`src/hdl/rv_pkg.sv`:
```
`default_nettype none

package rv_pkg;

    typedef logic [31:0] word_t;
    typedef logic [4:0]  reg_addr_t;
    typedef logic [6:0]  opcode_t;
    typedef logic [2:0]  alu_op_t;
    typedef logic [1:0]  fwd_sel_t;
    typedef logic [1:0]  wb_sel_t;

    // RV32I major opcodes
    localparam opcode_t OP_REG    = 7'b0110011;
    localparam opcode_t OP_IMM    = 7'b0010011;
    localparam opcode_t OP_LUI    = 7'b0110111;
    localparam opcode_t OP_LOAD   = 7'b0000011;
    localparam opcode_t OP_STORE  = 7'b0100011;
    localparam opcode_t OP_BRANCH = 7'b1100011;
    localparam opcode_t OP_JAL    = 7'b1101111;

    localparam alu_op_t ALU_ADD    = 3'd0;
    localparam alu_op_t ALU_SUB    = 3'd1;
    localparam alu_op_t ALU_AND    = 3'd2;
    localparam alu_op_t ALU_OR     = 3'd3;
    localparam alu_op_t ALU_XOR    = 3'd4;
    localparam alu_op_t ALU_SLT    = 3'd5;
    localparam alu_op_t ALU_PASS_B = 3'd6;

    // Operand source at decode
    localparam fwd_sel_t FWD_RF  = 2'd0;
    localparam fwd_sel_t FWD_EX  = 2'd1;
    localparam fwd_sel_t FWD_MEM = 2'd2;

    localparam wb_sel_t WB_ALU  = 2'd0;
    localparam wb_sel_t WB_MEM  = 2'd1;
    localparam wb_sel_t WB_LINK = 2'd2;

endpackage

`default_nettype wire

```
`src/hdl/fetch_unit.sv`:
```
`timescale 1ns/1ps
`default_nettype none

module fetch_unit #(
    parameter rv_pkg::word_t RESET_PC = 32'h0000_0000
) (
    input  wire                clk,
    input  wire                i_reset,
    input  wire                i_freeze,
    input  wire                i_stall,
    input  wire                i_redirect,
    input  wire rv_pkg::word_t i_target,
    input  wire rv_pkg::word_t i_instr,
    output rv_pkg::word_t      o_pc,
    output rv_pkg::word_t      o_id_pc,
    output rv_pkg::word_t      o_id_instr,
    output logic               o_id_valid
);
    import rv_pkg::*;

    word_t pc_next;

    assign pc_next = o_pc + 32'd4;

    // Redirect beats stall for the PC and IF/ID valid
    always_ff @(posedge clk) begin
        if (i_reset) begin
            o_pc       <= RESET_PC;
            o_id_valid <= 1'b0;
        end else if (!i_freeze) begin
            if (i_redirect) begin
                o_pc       <= i_target;
                o_id_valid <= 1'b0;
            end else if (!i_stall) begin
                o_pc       <= pc_next;
                o_id_valid <= 1'b1;
            end
        end
    end

    always_ff @(posedge clk) begin
        if (!i_freeze && !i_stall) begin
            o_id_pc    <= o_pc;
            o_id_instr <= i_instr;
        end
    end

endmodule

`default_nettype wire

```
`src/hdl/decode_unit.sv`:
```
`timescale 1ns/1ps
`default_nettype none

module decode_unit (
    input  wire                   clk,
    input  wire                   i_reset,
    input  wire                   i_freeze,
    input  wire                   i_stall,
    input  wire                   i_flush,
    input  wire rv_pkg::word_t    i_pc,
    input  wire rv_pkg::word_t    i_instr,
    input  wire                   i_valid,
    input  wire rv_pkg::word_t    i_rs1_data,
    input  wire rv_pkg::word_t    i_rs2_data,
    input  wire rv_pkg::fwd_sel_t i_fwd1,
    input  wire rv_pkg::fwd_sel_t i_fwd2,
    input  wire rv_pkg::word_t    i_ex_value,
    input  wire rv_pkg::word_t    i_mem_value,
    output rv_pkg::reg_addr_t     o_rs1,
    output rv_pkg::reg_addr_t     o_rs2,
    output logic                  o_ex_valid,
    output rv_pkg::word_t         o_ex_pc,
    output rv_pkg::word_t         o_ex_a,
    output rv_pkg::word_t         o_ex_b,
    output rv_pkg::word_t         o_ex_imm,
    output rv_pkg::alu_op_t       o_ex_alu_op,
    output rv_pkg::opcode_t       o_ex_opcode,
    output rv_pkg::reg_addr_t     o_ex_rd,
    output rv_pkg::reg_addr_t     o_ex_rs2,
    output rv_pkg::wb_sel_t       o_ex_wb_sel
);
    import rv_pkg::*;

    opcode_t    opcode;
    logic [2:0] funct3;
    reg_addr_t  rd;
    word_t      imm;
    alu_op_t    alu_op;
    wb_sel_t    wb_sel;
    logic       uses_rs1;
    logic       uses_rs2;
    logic       writes_rd;

    function automatic word_t pick(input fwd_sel_t sel, input word_t rf_value,
                                   input word_t ex_value, input word_t mem_value);
        case (sel)
            FWD_EX:  return ex_value;
            FWD_MEM: return mem_value;
            default: return rf_value;
        endcase
    endfunction

    assign opcode    = i_instr[6:0];
    assign funct3    = i_instr[14:12];
    assign uses_rs1  = (opcode != OP_LUI) && (opcode != OP_JAL);
    assign uses_rs2  = (opcode == OP_REG) || (opcode == OP_STORE) || (opcode == OP_BRANCH);
    assign writes_rd = (opcode != OP_STORE) && (opcode != OP_BRANCH);

    // Unused sources read as x0 so they never match a hazard
    assign o_rs1 = (i_valid && uses_rs1) ? i_instr[19:15] : '0;
    assign o_rs2 = (i_valid && uses_rs2) ? i_instr[24:20] : '0;
    assign rd    = writes_rd ? i_instr[11:7] : '0;

    always_comb begin
        imm    = {{20{i_instr[31]}}, i_instr[31:20]};
        alu_op = ALU_ADD;
        wb_sel = WB_ALU;
        case (opcode)
            OP_REG, OP_IMM: begin
                case (funct3)
                    3'b111:  alu_op = ALU_AND;
                    3'b110:  alu_op = ALU_OR;
                    3'b100:  alu_op = ALU_XOR;
                    3'b010:  alu_op = ALU_SLT;
                    default: alu_op = (opcode == OP_REG && i_instr[30]) ? ALU_SUB : ALU_ADD;
                endcase
            end
            OP_LUI: begin
                imm    = {i_instr[31:12], 12'b0};
                alu_op = ALU_PASS_B;
            end
            OP_LOAD: begin
                wb_sel = WB_MEM;
            end
            OP_STORE: begin
                imm = {{20{i_instr[31]}}, i_instr[31:25], i_instr[11:7]};
            end
            OP_BRANCH: begin
                imm    = {{19{i_instr[31]}}, i_instr[31], i_instr[7],
                          i_instr[30:25], i_instr[11:8], 1'b0};
                // BEQ tests a zero difference, BNE a nonzero XOR
                alu_op = funct3[0] ? ALU_XOR : ALU_SUB;
            end
            OP_JAL: begin
                imm    = {{11{i_instr[31]}}, i_instr[31], i_instr[19:12],
                          i_instr[20], i_instr[30:21], 1'b0};
                wb_sel = WB_LINK;
            end
            default: begin
                alu_op = ALU_ADD;
            end
        endcase
    end

    // ID/EX register
    always_ff @(posedge clk) begin
        if (i_reset) begin
            o_ex_valid <= 1'b0;
        end else if (!i_freeze) begin
            o_ex_valid <= i_valid && !i_stall && !i_flush;
        end
    end

    always_ff @(posedge clk) begin
        if (!i_freeze) begin
            o_ex_pc     <= i_pc;
            o_ex_a      <= pick(i_fwd1, i_rs1_data, i_ex_value, i_mem_value);
            o_ex_b      <= pick(i_fwd2, i_rs2_data, i_ex_value, i_mem_value);
            o_ex_imm    <= imm;
            o_ex_alu_op <= alu_op;
            o_ex_opcode <= opcode;
            o_ex_rd     <= rd;
            o_ex_rs2    <= o_rs2;
            o_ex_wb_sel <= wb_sel;
        end
    end

endmodule

`default_nettype wire

```
`src/hdl/reg_file.sv`:
```
`timescale 1ns/1ps
`default_nettype none

module reg_file (
    input  wire                    clk,
    input  wire                    i_reset,
    input  wire                    i_we,
    input  wire rv_pkg::reg_addr_t i_waddr,
    input  wire rv_pkg::word_t     i_wdata,
    input  wire rv_pkg::reg_addr_t i_raddr1,
    input  wire rv_pkg::reg_addr_t i_raddr2,
    output rv_pkg::word_t          o_rdata1,
    output rv_pkg::word_t          o_rdata2
);
    import rv_pkg::*;

    word_t regs [32];

    always_ff @(posedge clk) begin
        if (i_reset) begin
            for (int i = 0; i < 32; i++) begin
                regs[i] <= '0;
            end
        end else if (i_we && i_waddr != '0) begin
            regs[i_waddr] <= i_wdata;
        end
    end

    // Writeback value bypasses straight to decode
    assign o_rdata1 = (i_raddr1 == '0) ? '0 :
                      (i_we && i_waddr == i_raddr1) ? i_wdata : regs[i_raddr1];
    assign o_rdata2 = (i_raddr2 == '0) ? '0 :
                      (i_we && i_waddr == i_raddr2) ? i_wdata : regs[i_raddr2];

endmodule

`default_nettype wire

```
`src/hdl/hazard_unit.sv`:
```
`timescale 1ns/1ps
`default_nettype none

module hazard_unit (
    input  wire rv_pkg::reg_addr_t i_id_rs1,
    input  wire rv_pkg::reg_addr_t i_id_rs2,
    input  wire                    i_ex_valid,
    input  wire rv_pkg::opcode_t   i_ex_opcode,
    input  wire rv_pkg::reg_addr_t i_ex_rd,
    input  wire                    i_mem_valid,
    input  wire rv_pkg::reg_addr_t i_mem_rd,
    input  wire                    i_mem_write,
    input  wire                    i_mem_req,
    input  wire                    i_acki_n,
    input  wire                    i_ackd_n,
    output rv_pkg::fwd_sel_t       o_fwd1,
    output rv_pkg::fwd_sel_t       o_fwd2,
    output logic                   o_stall,
    output logic                   o_freeze
);
    import rv_pkg::*;

    logic ex_writes;
    logic mem_writes;
    logic ex_load;

    // Youngest producer wins
    function automatic fwd_sel_t source(input reg_addr_t rs, input logic ex_w,
                                        input reg_addr_t ex_rd, input logic mem_w,
                                        input reg_addr_t mem_rd);
        if (ex_w && rs == ex_rd) begin
            return FWD_EX;
        end else if (mem_w && rs == mem_rd) begin
            return FWD_MEM;
        end
        return FWD_RF;
    endfunction

    assign ex_writes  = i_ex_valid && (i_ex_rd != '0);
    assign mem_writes = i_mem_valid && !i_mem_write && (i_mem_rd != '0);
    assign ex_load    = ex_writes && (i_ex_opcode == OP_LOAD);

    assign o_fwd1 = source(i_id_rs1, ex_writes, i_ex_rd, mem_writes, i_mem_rd);
    assign o_fwd2 = source(i_id_rs2, ex_writes, i_ex_rd, mem_writes, i_mem_rd);

    // Load data not ready until MEM
    assign o_stall  = ex_load && ((i_id_rs1 == i_ex_rd) || (i_id_rs2 == i_ex_rd));
    assign o_freeze = i_acki_n || (i_mem_req && i_ackd_n);

endmodule

`default_nettype wire

```
`src/hdl/execute_unit.sv`:
```
`timescale 1ns/1ps
`default_nettype none

module execute_unit (
    input  wire                    clk,
    input  wire                    i_reset,
    input  wire                    i_freeze,
    input  wire                    i_valid,
    input  wire rv_pkg::word_t     i_pc,
    input  wire rv_pkg::word_t     i_a,
    input  wire rv_pkg::word_t     i_b,
    input  wire rv_pkg::word_t     i_imm,
    input  wire rv_pkg::alu_op_t   i_alu_op,
    input  wire rv_pkg::opcode_t   i_opcode,
    input  wire rv_pkg::reg_addr_t i_rd,
    input  wire rv_pkg::reg_addr_t i_rs2,
    input  wire rv_pkg::wb_sel_t   i_wb_sel,
    input  wire rv_pkg::word_t     i_wb_value,
    input  wire rv_pkg::reg_addr_t i_wb_rd,
    input  wire                    i_wb_we,
    output logic                   o_redirect,
    output rv_pkg::word_t          o_target,
    output rv_pkg::word_t          o_ex_value,
    output logic                   o_mem_valid,
    output rv_pkg::opcode_t        o_mem_opcode,
    output rv_pkg::reg_addr_t      o_mem_rd,
    output rv_pkg::word_t          o_mem_alu,
    output rv_pkg::word_t          o_mem_store,
    output rv_pkg::word_t          o_mem_link,
    output rv_pkg::wb_sel_t        o_mem_wb_sel
);
    import rv_pkg::*;

    word_t op_b;
    word_t alu;
    word_t link;
    word_t store_data;
    logic  taken;
    logic  wb_hit;

    assign op_b = (i_opcode == OP_REG || i_opcode == OP_BRANCH) ? i_b : i_imm;

    always_comb begin
        case (i_alu_op)
            ALU_SUB:    alu = i_a - op_b;
            ALU_AND:    alu = i_a & op_b;
            ALU_OR:     alu = i_a | op_b;
            ALU_XOR:    alu = i_a ^ op_b;
            ALU_SLT:    alu = {31'b0, $signed(i_a) < $signed(op_b)};
            ALU_PASS_B: alu = op_b;
            default:    alu = i_a + op_b;
        endcase
    end

    assign taken      = (i_alu_op == ALU_SUB) ? (alu == '0) : (alu != '0);
    assign o_redirect = i_valid && ((i_opcode == OP_JAL) || (i_opcode == OP_BRANCH && taken));
    assign o_target   = i_pc + i_imm;
    assign link       = i_pc + 32'd4;
    assign o_ex_value = (i_wb_sel == WB_LINK) ? link : alu;

    // Store data from WB unless a newer writer sits in MEM
    assign wb_hit     = i_wb_we && (i_rs2 != '0) && (i_wb_rd == i_rs2) &&
                        !(o_mem_valid && o_mem_rd == i_rs2);
    assign store_data = wb_hit ? i_wb_value : i_b;

    // EX/MEM register
    always_ff @(posedge clk) begin
        if (i_reset) begin
            o_mem_valid <= 1'b0;
        end else if (!i_freeze) begin
            o_mem_valid <= i_valid;
        end
    end

    always_ff @(posedge clk) begin
        if (!i_freeze) begin
            o_mem_opcode <= i_opcode;
            o_mem_rd     <= i_rd;
            o_mem_alu    <= alu;
            o_mem_store  <= store_data;
            o_mem_link   <= link;
            o_mem_wb_sel <= i_wb_sel;
        end
    end

endmodule

`default_nettype wire

```
`src/hdl/mem_wb_unit.sv`:
```
`timescale 1ns/1ps
`default_nettype none

module mem_wb_unit (
    input  wire                    clk,
    input  wire                    i_reset,
    input  wire                    i_freeze,
    input  wire                    i_mem_valid,
    input  wire rv_pkg::opcode_t   i_mem_opcode,
    input  wire rv_pkg::reg_addr_t i_mem_rd,
    input  wire rv_pkg::word_t     i_mem_alu,
    input  wire rv_pkg::word_t     i_mem_store,
    input  wire rv_pkg::word_t     i_mem_link,
    input  wire rv_pkg::wb_sel_t   i_mem_wb_sel,
    input  wire rv_pkg::word_t     i_ddt_rd,
    output rv_pkg::word_t          o_dad,
    output rv_pkg::word_t          o_ddt_wr,
    output logic                   o_mreq,
    output logic                   o_write,
    output rv_pkg::word_t          o_mem_value,
    output logic                   o_wb_we,
    output rv_pkg::reg_addr_t      o_wb_rd,
    output rv_pkg::word_t          o_wb_value
);
    import rv_pkg::*;

    logic is_load;
    logic wb_valid_q;

    assign is_load  = i_mem_valid && (i_mem_opcode == OP_LOAD);
    assign o_write  = i_mem_valid && (i_mem_opcode == OP_STORE);
    assign o_mreq   = is_load || o_write;
    assign o_dad    = i_mem_alu;
    assign o_ddt_wr = i_mem_store;

    always_comb begin
        case (i_mem_wb_sel)
            WB_MEM:  o_mem_value = i_ddt_rd;
            WB_LINK: o_mem_value = i_mem_link;
            default: o_mem_value = i_mem_alu;
        endcase
    end

    // MEM/WB register
    always_ff @(posedge clk) begin
        if (i_reset) begin
            wb_valid_q <= 1'b0;
        end else if (!i_freeze) begin
            wb_valid_q <= i_mem_valid;
        end
    end

    always_ff @(posedge clk) begin
        if (!i_freeze) begin
            o_wb_rd    <= i_mem_rd;
            o_wb_value <= o_mem_value;
        end
    end

    // No register write while the pipe is frozen
    assign o_wb_we = wb_valid_q && !i_freeze;

endmodule

`default_nettype wire

```
`src/hdl/rv_core_top.sv`:
```
`timescale 1ns/1ps
`default_nettype none

module rv_core_top #(
    parameter rv_pkg::word_t RESET_PC = 32'h0000_0000
) (
    input  wire                clk,
    input  wire                i_reset,

    // Instruction memory
    output rv_pkg::word_t      o_iad,
    input  wire rv_pkg::word_t i_idt,
    input  wire                i_acki_n,

    // Data memory
    output rv_pkg::word_t      o_dad,
    output rv_pkg::word_t      o_ddt_wr,
    input  wire rv_pkg::word_t i_ddt_rd,
    output logic               o_mreq,
    output logic               o_write,
    input  wire                i_ackd_n
);
    import rv_pkg::*;

    // IF/ID
    word_t     id_pc, id_instr;
    logic      id_valid;
    reg_addr_t id_rs1, id_rs2;
    word_t     rs1_data, rs2_data;

    // ID/EX
    logic      ex_valid;
    word_t     ex_pc, ex_a, ex_b, ex_imm, ex_value;
    alu_op_t   ex_alu_op;
    opcode_t   ex_opcode;
    reg_addr_t ex_rd, ex_rs2;
    wb_sel_t   ex_wb_sel;

    // EX/MEM
    logic      mem_valid;
    opcode_t   mem_opcode;
    reg_addr_t mem_rd;
    word_t     mem_alu, mem_store, mem_link, mem_value;
    wb_sel_t   mem_wb_sel;

    // MEM/WB
    logic      wb_we;
    reg_addr_t wb_rd;
    word_t     wb_value;

    // Pipeline control
    fwd_sel_t  fwd1, fwd2;
    logic      stall;
    logic      freeze;
    logic      redirect;
    word_t     target;

    fetch_unit #(.RESET_PC(RESET_PC)) fetch_unit_inst (
        .clk(clk),
        .i_reset(i_reset),
        .i_freeze(freeze),
        .i_stall(stall),
        .i_redirect(redirect),
        .i_target(target),
        .i_instr(i_idt),
        .o_pc(o_iad),
        .o_id_pc(id_pc),
        .o_id_instr(id_instr),
        .o_id_valid(id_valid)
    );

    decode_unit decode_unit_inst (
        .clk(clk),
        .i_reset(i_reset),
        .i_freeze(freeze),
        .i_stall(stall),
        .i_flush(redirect),
        .i_pc(id_pc),
        .i_instr(id_instr),
        .i_valid(id_valid),
        .i_rs1_data(rs1_data),
        .i_rs2_data(rs2_data),
        .i_fwd1(fwd1),
        .i_fwd2(fwd2),
        .i_ex_value(ex_value),
        .i_mem_value(mem_value),
        .o_rs1(id_rs1),
        .o_rs2(id_rs2),
        .o_ex_valid(ex_valid),
        .o_ex_pc(ex_pc),
        .o_ex_a(ex_a),
        .o_ex_b(ex_b),
        .o_ex_imm(ex_imm),
        .o_ex_alu_op(ex_alu_op),
        .o_ex_opcode(ex_opcode),
        .o_ex_rd(ex_rd),
        .o_ex_rs2(ex_rs2),
        .o_ex_wb_sel(ex_wb_sel)
    );

    reg_file reg_file_inst (
        .clk(clk),
        .i_reset(i_reset),
        .i_we(wb_we),
        .i_waddr(wb_rd),
        .i_wdata(wb_value),
        .i_raddr1(id_rs1),
        .i_raddr2(id_rs2),
        .o_rdata1(rs1_data),
        .o_rdata2(rs2_data)
    );

    hazard_unit hazard_unit_inst (
        .i_id_rs1(id_rs1),
        .i_id_rs2(id_rs2),
        .i_ex_valid(ex_valid),
        .i_ex_opcode(ex_opcode),
        .i_ex_rd(ex_rd),
        .i_mem_valid(mem_valid),
        .i_mem_rd(mem_rd),
        .i_mem_write(o_write),
        .i_mem_req(o_mreq),
        .i_acki_n(i_acki_n),
        .i_ackd_n(i_ackd_n),
        .o_fwd1(fwd1),
        .o_fwd2(fwd2),
        .o_stall(stall),
        .o_freeze(freeze)
    );

    execute_unit execute_unit_inst (
        .clk(clk),
        .i_reset(i_reset),
        .i_freeze(freeze),
        .i_valid(ex_valid),
        .i_pc(ex_pc),
        .i_a(ex_a),
        .i_b(ex_b),
        .i_imm(ex_imm),
        .i_alu_op(ex_alu_op),
        .i_opcode(ex_opcode),
        .i_rd(ex_rd),
        .i_rs2(ex_rs2),
        .i_wb_sel(ex_wb_sel),
        .i_wb_value(wb_value),
        .i_wb_rd(wb_rd),
        .i_wb_we(wb_we),
        .o_redirect(redirect),
        .o_target(target),
        .o_ex_value(ex_value),
        .o_mem_valid(mem_valid),
        .o_mem_opcode(mem_opcode),
        .o_mem_rd(mem_rd),
        .o_mem_alu(mem_alu),
        .o_mem_store(mem_store),
        .o_mem_link(mem_link),
        .o_mem_wb_sel(mem_wb_sel)
    );

    mem_wb_unit mem_wb_unit_inst (
        .clk(clk),
        .i_reset(i_reset),
        .i_freeze(freeze),
        .i_mem_valid(mem_valid),
        .i_mem_opcode(mem_opcode),
        .i_mem_rd(mem_rd),
        .i_mem_alu(mem_alu),
        .i_mem_store(mem_store),
        .i_mem_link(mem_link),
        .i_mem_wb_sel(mem_wb_sel),
        .i_ddt_rd(i_ddt_rd),
        .o_dad(o_dad),
        .o_ddt_wr(o_ddt_wr),
        .o_mreq(o_mreq),
        .o_write(o_write),
        .o_mem_value(mem_value),
        .o_wb_we(wb_we),
        .o_wb_rd(wb_rd),
        .o_wb_value(wb_value)
    );

endmodule

`default_nettype wire

```
`config.mk`:
```
export PLATFORM = sky130hd
export DESIGN_NAME = rv_core_top
export DESIGN_NICKNAME = d
export VERILOG_FILES = /design/src/hdl/rv_pkg.sv /design/src/hdl/fetch_unit.sv /design/src/hdl/decode_unit.sv /design/src/hdl/reg_file.sv /design/src/hdl/hazard_unit.sv /design/src/hdl/execute_unit.sv /design/src/hdl/mem_wb_unit.sv /design/src/hdl/rv_core_top.sv
export SDC_FILE = /design/constraint.sdc
export NUM_CORES = 2
export LEC_CHECK = 0
export BUFFER_PORTS_ARGS = -buffer_cell sky130_fd_sc_hd__buf_4
export CORE_MARGIN = 2
export CORE_UTILIZATION = 44
export CTS_BUF_LIST = sky130_fd_sc_hd__clkbuf_4 sky130_fd_sc_hd__clkbuf_8 sky130_fd_sc_hd__clkbuf_16
export CTS_CLUSTER_SIZE = 30
export DETAILED_ROUTE_END_ITERATION = 8
export SYNTH_ARGS = -nofsm -noshare
export SYNTH_HDL_FRONTEND = slang
export SYNTH_HIERARCHICAL = 1
export SYNTH_SLANG_ARGS = --single-unit
```
`constraint.sdc`:
```
create_clock -name clk -period 9.5 [get_ports clk]
set_input_delay 1.9 -clock clk [delete_from_list [all_inputs] [get_ports clk]]
set_output_delay 1.9 -clock clk [all_outputs]
set_load 0.02 [all_outputs]
```
### After elaboration in Yosys (flattened, before gate mapping)

Memories as Yosys holds them, arrays and structs flattened.
Cells that the tools add are included.

* register bits after elaboration: 397
* bits in writable memories: 1024
* input port bits: 68
* logic and storage cells: 173
* memories kept: 1

Memories
* reg_file_inst.regs: depth 32, bits a word 32, read ports 2, clocked after memory_dff 0, write ports 32, line reg_file.sv:17 `word_t regs [32];`

* add/subtract/negate cells: 5
* $lt $le $gt $ge: 1
* eq/ne operators: 43
* muxes and demuxes: 42
* bitwise logic cells: 4
* reduce and logical (&&, ||, !) cells: 53

Operators with widths (number)
* $mux W32: 10
* $pmux W32 S2: 3
* $pmux W32 S6: 1
* $pmux W31 S4: 1
* $add A32 B3 Y32 const B: 2
* $add A32 B32 Y32: 2
* $eq A5 B5 Y1: 8
* $eq A7 B6 Y1 const B: 5
* $and A32 B32 Y32: 1
* $logic_not A32 Y1: 1
* $lt A32 B32 Y1: 1
* $or A32 B32 Y32: 1
* $reduce_bool A32 Y1: 1
* $reduce_or A32 Y1: 1
* $sub A32 B32 Y32: 1
* $xor A32 B32 Y32: 1
* $logic_and A1 B1 Y1: 30
* $eq A7 B7 Y1 const B: 4
* $eq A7 B2 Y1 const B: 3
* $reduce_bool A5 Y1: 4
* $eq A3 B3 Y1 const B: 6
* $mux W5: 3
* $mux W1: 14
* $ne A7 B6 Y1 const B: 2
* 18 further kinds: 42

### Longest topological paths before layout

* depth after elaboration: 13
* gate-level depth with buffers: 29
* gate-level depth less buffers: 23

### Cells and area by module

Netlist, hierarchy kept.

Modules (own cells, without submodules)
* reg_file: instances 1, cells each 3802, area an instance 55061.6 um2, sequential area each 30749.5 um2
* execute_unit: instances 1, cells each 1473, area an instance 12346.8 um2, sequential area each 3323.2 um2
* decode_unit: instances 1, cells each 478, area an instance 6402.4 um2, sequential area each 4524.3 um2
* fetch_unit: instances 1, cells each 329, area an instance 3980.1 um2, sequential area each 2582.5 um2
* mem_wb_unit: instances 1, cells each 224, area an instance 2278.4 um2, sequential area each 1131.1 um2
* hazard_unit: instances 1, cells each 43, area an instance 340.3 um2, sequential area each 0.0 um2

### Least setup slack after synthesis

OpenSTA, ideal clock, no wires.

* kind: register -> register
* start: register decode_unit_inst.o_ex_opcode[4]
* end: register fetch_unit_inst.o_pc[17]
* arrival: 6655 ps
* data required time: 9421 ps
* path slack: 2766 ps
* stages on the path, launching flop included: 26
* buffers on the path: 6
* clock period less this slack: 6734 ps
* cells stage by stage: edfxtp_1 xor2_1 nand3_2 buf_6 buf_2 buf_1 mux2i_1 ha_1 buf_2 a21o_1 or4_1 o21ai_0 a211oi_1 a2111oi_2 o31ai_1 or4_1 or4_1 nor4_2 nand4_1 mux2i_1 a31o_1 clkbuf_1 or4_1 clkbuf_1 or4_1 o211ai_1

* word-level cells in the longest chain between the ends: 12
* elaborated cells on any way between the ends: 24

Ends and longest elaborated chain
* start: declaration: line decode_unit.sv:27 `output rv_pkg::opcode_t o_ex_opcode,`
* start signal: assignment: line decode_unit.sv:121 `o_ex_opcode <= opcode;`
* $eq A7 B6 Y1 / $eq A7 B7 Y1 (equally long branches): line execute_unit.sv:41 `assign op_b = (i_opcode == OP_REG || i_opcode == OP_BRANCH) ? i_b : i_imm;`
* $logic_or A1 B1 Y1 *: line execute_unit.sv:41
* $mux W32 *: line execute_unit.sv:41
* $add A32 B32 Y32, or another cell as far along: line execute_unit.sv:51 `default: alu = i_a + op_b;`
* $pmux W32 S6 *: line execute_unit.sv:44 `case (i_alu_op)`
* via execute_unit_inst.alu[17]: line execute_unit.sv:35 `word_t alu;`
* $reduce_bool A32 Y1 / $logic_not A32 Y1 (equally long branches): line execute_unit.sv:55 `assign taken = (i_alu_op == ALU_SUB) ? (alu == '0) : (alu != '0);`
* $mux W1 *: line execute_unit.sv:55
* $logic_and A1 B1 Y1 *: line execute_unit.sv:56 `assign o_redirect = i_valid && ((i_opcode == OP_JAL) || (i_opcode == OP_BRANCH && taken));`
* $logic_or A1 B1 Y1 *: line execute_unit.sv:56
* $logic_and A1 B1 Y1 *: line execute_unit.sv:56
* via redirect: line rv_core_top.sv:55 `logic redirect;`
* $ne A2 B2 Y1 (no source line)
* $reduce_and A2 Y1 (no source line)
* end signal: assignment: line fetch_unit.sv:32 `o_pc <= i_target;`
* end signal: assignment: line fetch_unit.sv:35 `o_pc <= pc_next;`
* end: declaration: line fetch_unit.sv:14 `output rv_pkg::word_t o_pc,`

The timed path passes the listed nets; every way through them passes the cells marked *.
A chain may end at the register's enable or synchronous reset.

### Worst setup path after layout

* start: register decode_unit_inst.o_ex_opcode[2]
* end: register fetch_unit_inst.o_pc[21]

* word-level cells in the longest chain between the ends: 12
* elaborated cells on any way between the ends: 24

Ends and longest elaborated chain (line)
* $eq A7 B6 Y1 / $eq A7 B7 Y1 (equally long branches): execute_unit.sv:41
* $logic_or A1 B1 Y1 *: execute_unit.sv:41
* $mux W32 *: execute_unit.sv:41
* $add A32 B32 Y32, or another cell as far along: execute_unit.sv:51
* $pmux W32 S6 *: execute_unit.sv:44
* via execute_unit_inst.alu[0]: execute_unit.sv:35
* $reduce_bool A32 Y1 / $logic_not A32 Y1 (equally long branches): execute_unit.sv:55
* $mux W1 *: execute_unit.sv:55
* $logic_and A1 B1 Y1 *: execute_unit.sv:56
* $logic_or A1 B1 Y1 *: execute_unit.sv:56
* $logic_and A1 B1 Y1 *: execute_unit.sv:56
* via redirect: rv_core_top.sv:55
* $ne A2 B2 Y1 (no source line)
* $reduce_and A2 Y1 (no source line)

Marked as above.

==> flow_summary.toml <==
[job]
maxCapViolations = 0

[logic_synthesis]
synth_area_leader_cell = "edfxtp_1"
ys_ff_latch = 1421
ys_seq_area_share_pct = 52.6
synth_cells = 6349
yosysWarnings = 6
synth_commonest_cells = "1385 x edfxtp_1, 1003 x and2_1, 375 x mux4_2"
synthDistinctLibCells = 112
synth.most_common_cell = "edfxtp_1"
synth-async-reset-ratio_pct = 0
synthTopCellsByArea = "edfxtp_1 52%, mux4_2 11%, and2_1 7.8%, mux2i_1 4.4%, a22oi_1 2.3%"
syn_avg_cell_area_sq_um = 12.7
synth_edf_count = 1385
synthesis.area_sq_um = 80400
yosysTopAreaCellShare_pct = 51.7
synth_flop_cell = "edfxtp_1"

[power]
max-vdd-ir-drop_mv = 0.169
p_total_uw = 15900
power.leakage_uw = 0.0312
power_density_nw_per_um2 = 179

[clocking]
postCtsHoldBufs = 0
path_clk_slew_ps = 60
cts_resized = 0
cts_inserted_buffers = 159
clockBufferDepth = 3
postCtsSetupRepairBufs = 0
cts_tree = "built"
cts.sinks = 1421
ctsHtreeMaxLevel = 4
cts_root_buffer = "clkbuf_16"
insertion_delay_ps = 820

[floorplanning]
row_count = 156
initial_core_util_pct = 44.4
dieHeight_microns = 431
dieArea_sq_um = 186000
fp.coreArea_sq_um = 181000
die_width_microns = 431
boundaryPins = 166

[setup_path]
criticalPathCategory = "reg -> reg"
cp_max_fo = 12
critical_path_arrival_ps = 8720
cp-end-kind = "flip-flop"
startpoint_type = "flip-flop"
required_ps = 10240

[routing]
drtIter0Drc = 8020
vias_per_cell = 6.55
routedWlPerCell_microns = 34.8
detail-route-antenna-nets = 0
vias = 57500
wirelength_microns = 306000
drt_drc_violations_left = 0
first_pass_iters = 6

[placement]
pre_cts_slack_ps = 1820
dp_hpwl_microns = 203000
portBuffers = 165
placed_area_sq_um = 83600
routabilityCongestion = 0.981

[global_route]
grt_remaining_overflow = 0
grt_pass1_vias = 55300
grt_start_max_net_pins = 91
antenna_found_initial = 16
grt_pass1_wl_microns = 427000
grt_usage_pct = 32.2

[sta]
max_freq_mhz = 125
fin_crit_sh_pct = 84.0
hold_viol = 0
period_minus_slack_ps = 7980
slew_viol_final = 0
fin_tns_setup_ps = 0
slew_headroom_pct = 6.96
finClkSkew_ps = 29.6
rsz0062_at_grt = "false"
finalWorstSetupSlack_ps = 1520
finalSetupViolCount = 0
worst_pin_slew_ps = 1380

[cells_and_area]
finalNetCount = 6484
final_cell_area_sq_um = 88800
drive_gt1_share_pct = 18.9
final_core_util_pct = 49.0
syn_to_final_growth_pct = 10.4

[worst_hold_path]
hold_path.class = "reg -> reg"

[run_status]
status = "finished clean"
## layer usage
metal,track usage [%],wire length (microns),up-vias
met5,0,34,-
li1,-,-,24000
met2,48.5,136000,3402
met1,45.9,125000,29600
met3,5.83,29900,570
met4,13.8,14300,4
## path summary, 6_finish.rpt
path,start,end,slack (ps),depth (start not counted)
worst min-delay path,fetch_unit_inst/o_id_pc[23],decode_unit_inst/o_ex_pc[23],420,0
worst max-delay path,decode_unit_inst/o_ex_opcode[2],fetch_unit_inst/o_pc[21],1520,21
worst max register to register,decode_unit_inst/o_ex_opcode[2],fetch_unit_inst/o_pc[21],1520,21
worst min register to register,fetch_unit_inst/o_id_pc[23],decode_unit_inst/o_ex_pc[23],420,0
## report_power, final
part	internal (uW)	switching, uW
sequential	7190	256
clock	3560	2640
combinational	738	1520
total	11500	4410
## worst max-delay path, stage by stage (launching register included)
cell	delay (ps)
edfxtp_1	480
nor2_1	340
nand3_2	410
buf_4	360
mux2i_1	390
ha_1	460
inv_1	170
a21oi_1	90
o31ai_1	770
a31oi_1	170
o311a_1	470
o31ai_1	640
nand3_1	150
a41o_1	310
or3_1	330
nor4_2	260
nand4_1	160
mux2i_1	140
a31o_1	230
or4_1	840
or4_1	610
o211ai_1	90
## metrics by stage
stage,hold WS [ps],std cells
detailed placement,405,8487
finish,417,8781
global placement,401,8487
global route,415,8777
floorplan,400,6380
CTS,411,8777
## area by class of cell
class / instances / area (sq um)
diodes: 4 / 10.0
clock buffers: 204 / 4410
clock inverters: 86 / 762
fillers: 15900 / 92400
inverters: 149 / 568
multi-input cells: 4197 / 35000
flip-flops and latches: 1421 / 42300
well taps: 2370 / 2970
repair buffers: 350 / 2730
## state kept, by name, summed over array words and instances, names as in the netlist, 2 cells and up
register,flops
execute_unit_inst/o_mem_link,32
decode_unit_inst/o_ex_b,32
reg_file_inst/regs,1024
decode_unit_inst/o_ex_wb_sel,2
decode_unit_inst/o_ex_imm,32
decode_unit_inst/o_ex_opcode,7
decode_unit_inst/o_ex_alu_op,3
fetch_unit_inst/o_pc,32
execute_unit_inst/o_mem_store,32
execute_unit_inst/o_mem_rd,5
mem_wb_unit_inst/o_wb_value,32
decode_unit_inst/o_ex_pc,32
fetch_unit_inst/o_id_pc,32
decode_unit_inst/o_ex_rs2,5
mem_wb_unit_inst/o_wb_rd,5
execute_unit_inst/o_mem_opcode,7
fetch_unit_inst/o_id_instr,32
decode_unit_inst/o_ex_a,32
execute_unit_inst/o_mem_alu,32
decode_unit_inst/o_ex_rd,5
execute_unit_inst/o_mem_wb_sel,2
## cell families after synthesis
logic type	share of synthesized area, %
fa+ha+maj	2.19
other cells	0.00466
flops	52.6
compound gates	10.5
simple gates	13.4
buf+inv	4.44
xor+xnor	1.18
mux	15.7
## layout by cell type (no fill, tap or decap), types with 27 or more instances in the layout
cell type	count
a211oi_1	48
a21o_1	41
a21oi_1	202
a221oi_1	43
a22oi_1	246
a32o_1	32
and2_1	1001
buf_4	342
clkbuf_16	164
clkbuf_4	39
clkinv_1	34
clkinv_2	31
conb_1	32
dfxtp_1	36
edfxtp_1	1385
ha_1	130
inv_1	140
mux2_2	55
mux2i_1	353
mux4_2	375
nand2_1	314
nand2b_1	27
nand3_1	57
nand4_1	35
nor2_1	176
nor2b_1	35
nor3_1	47
o21ai_0	180
o21ai_1	67
o221ai_1	57
o22ai_1	62
or2_2	45
xnor2_1	67
xor2_1	41
Power figures use the tool's default switching activity.
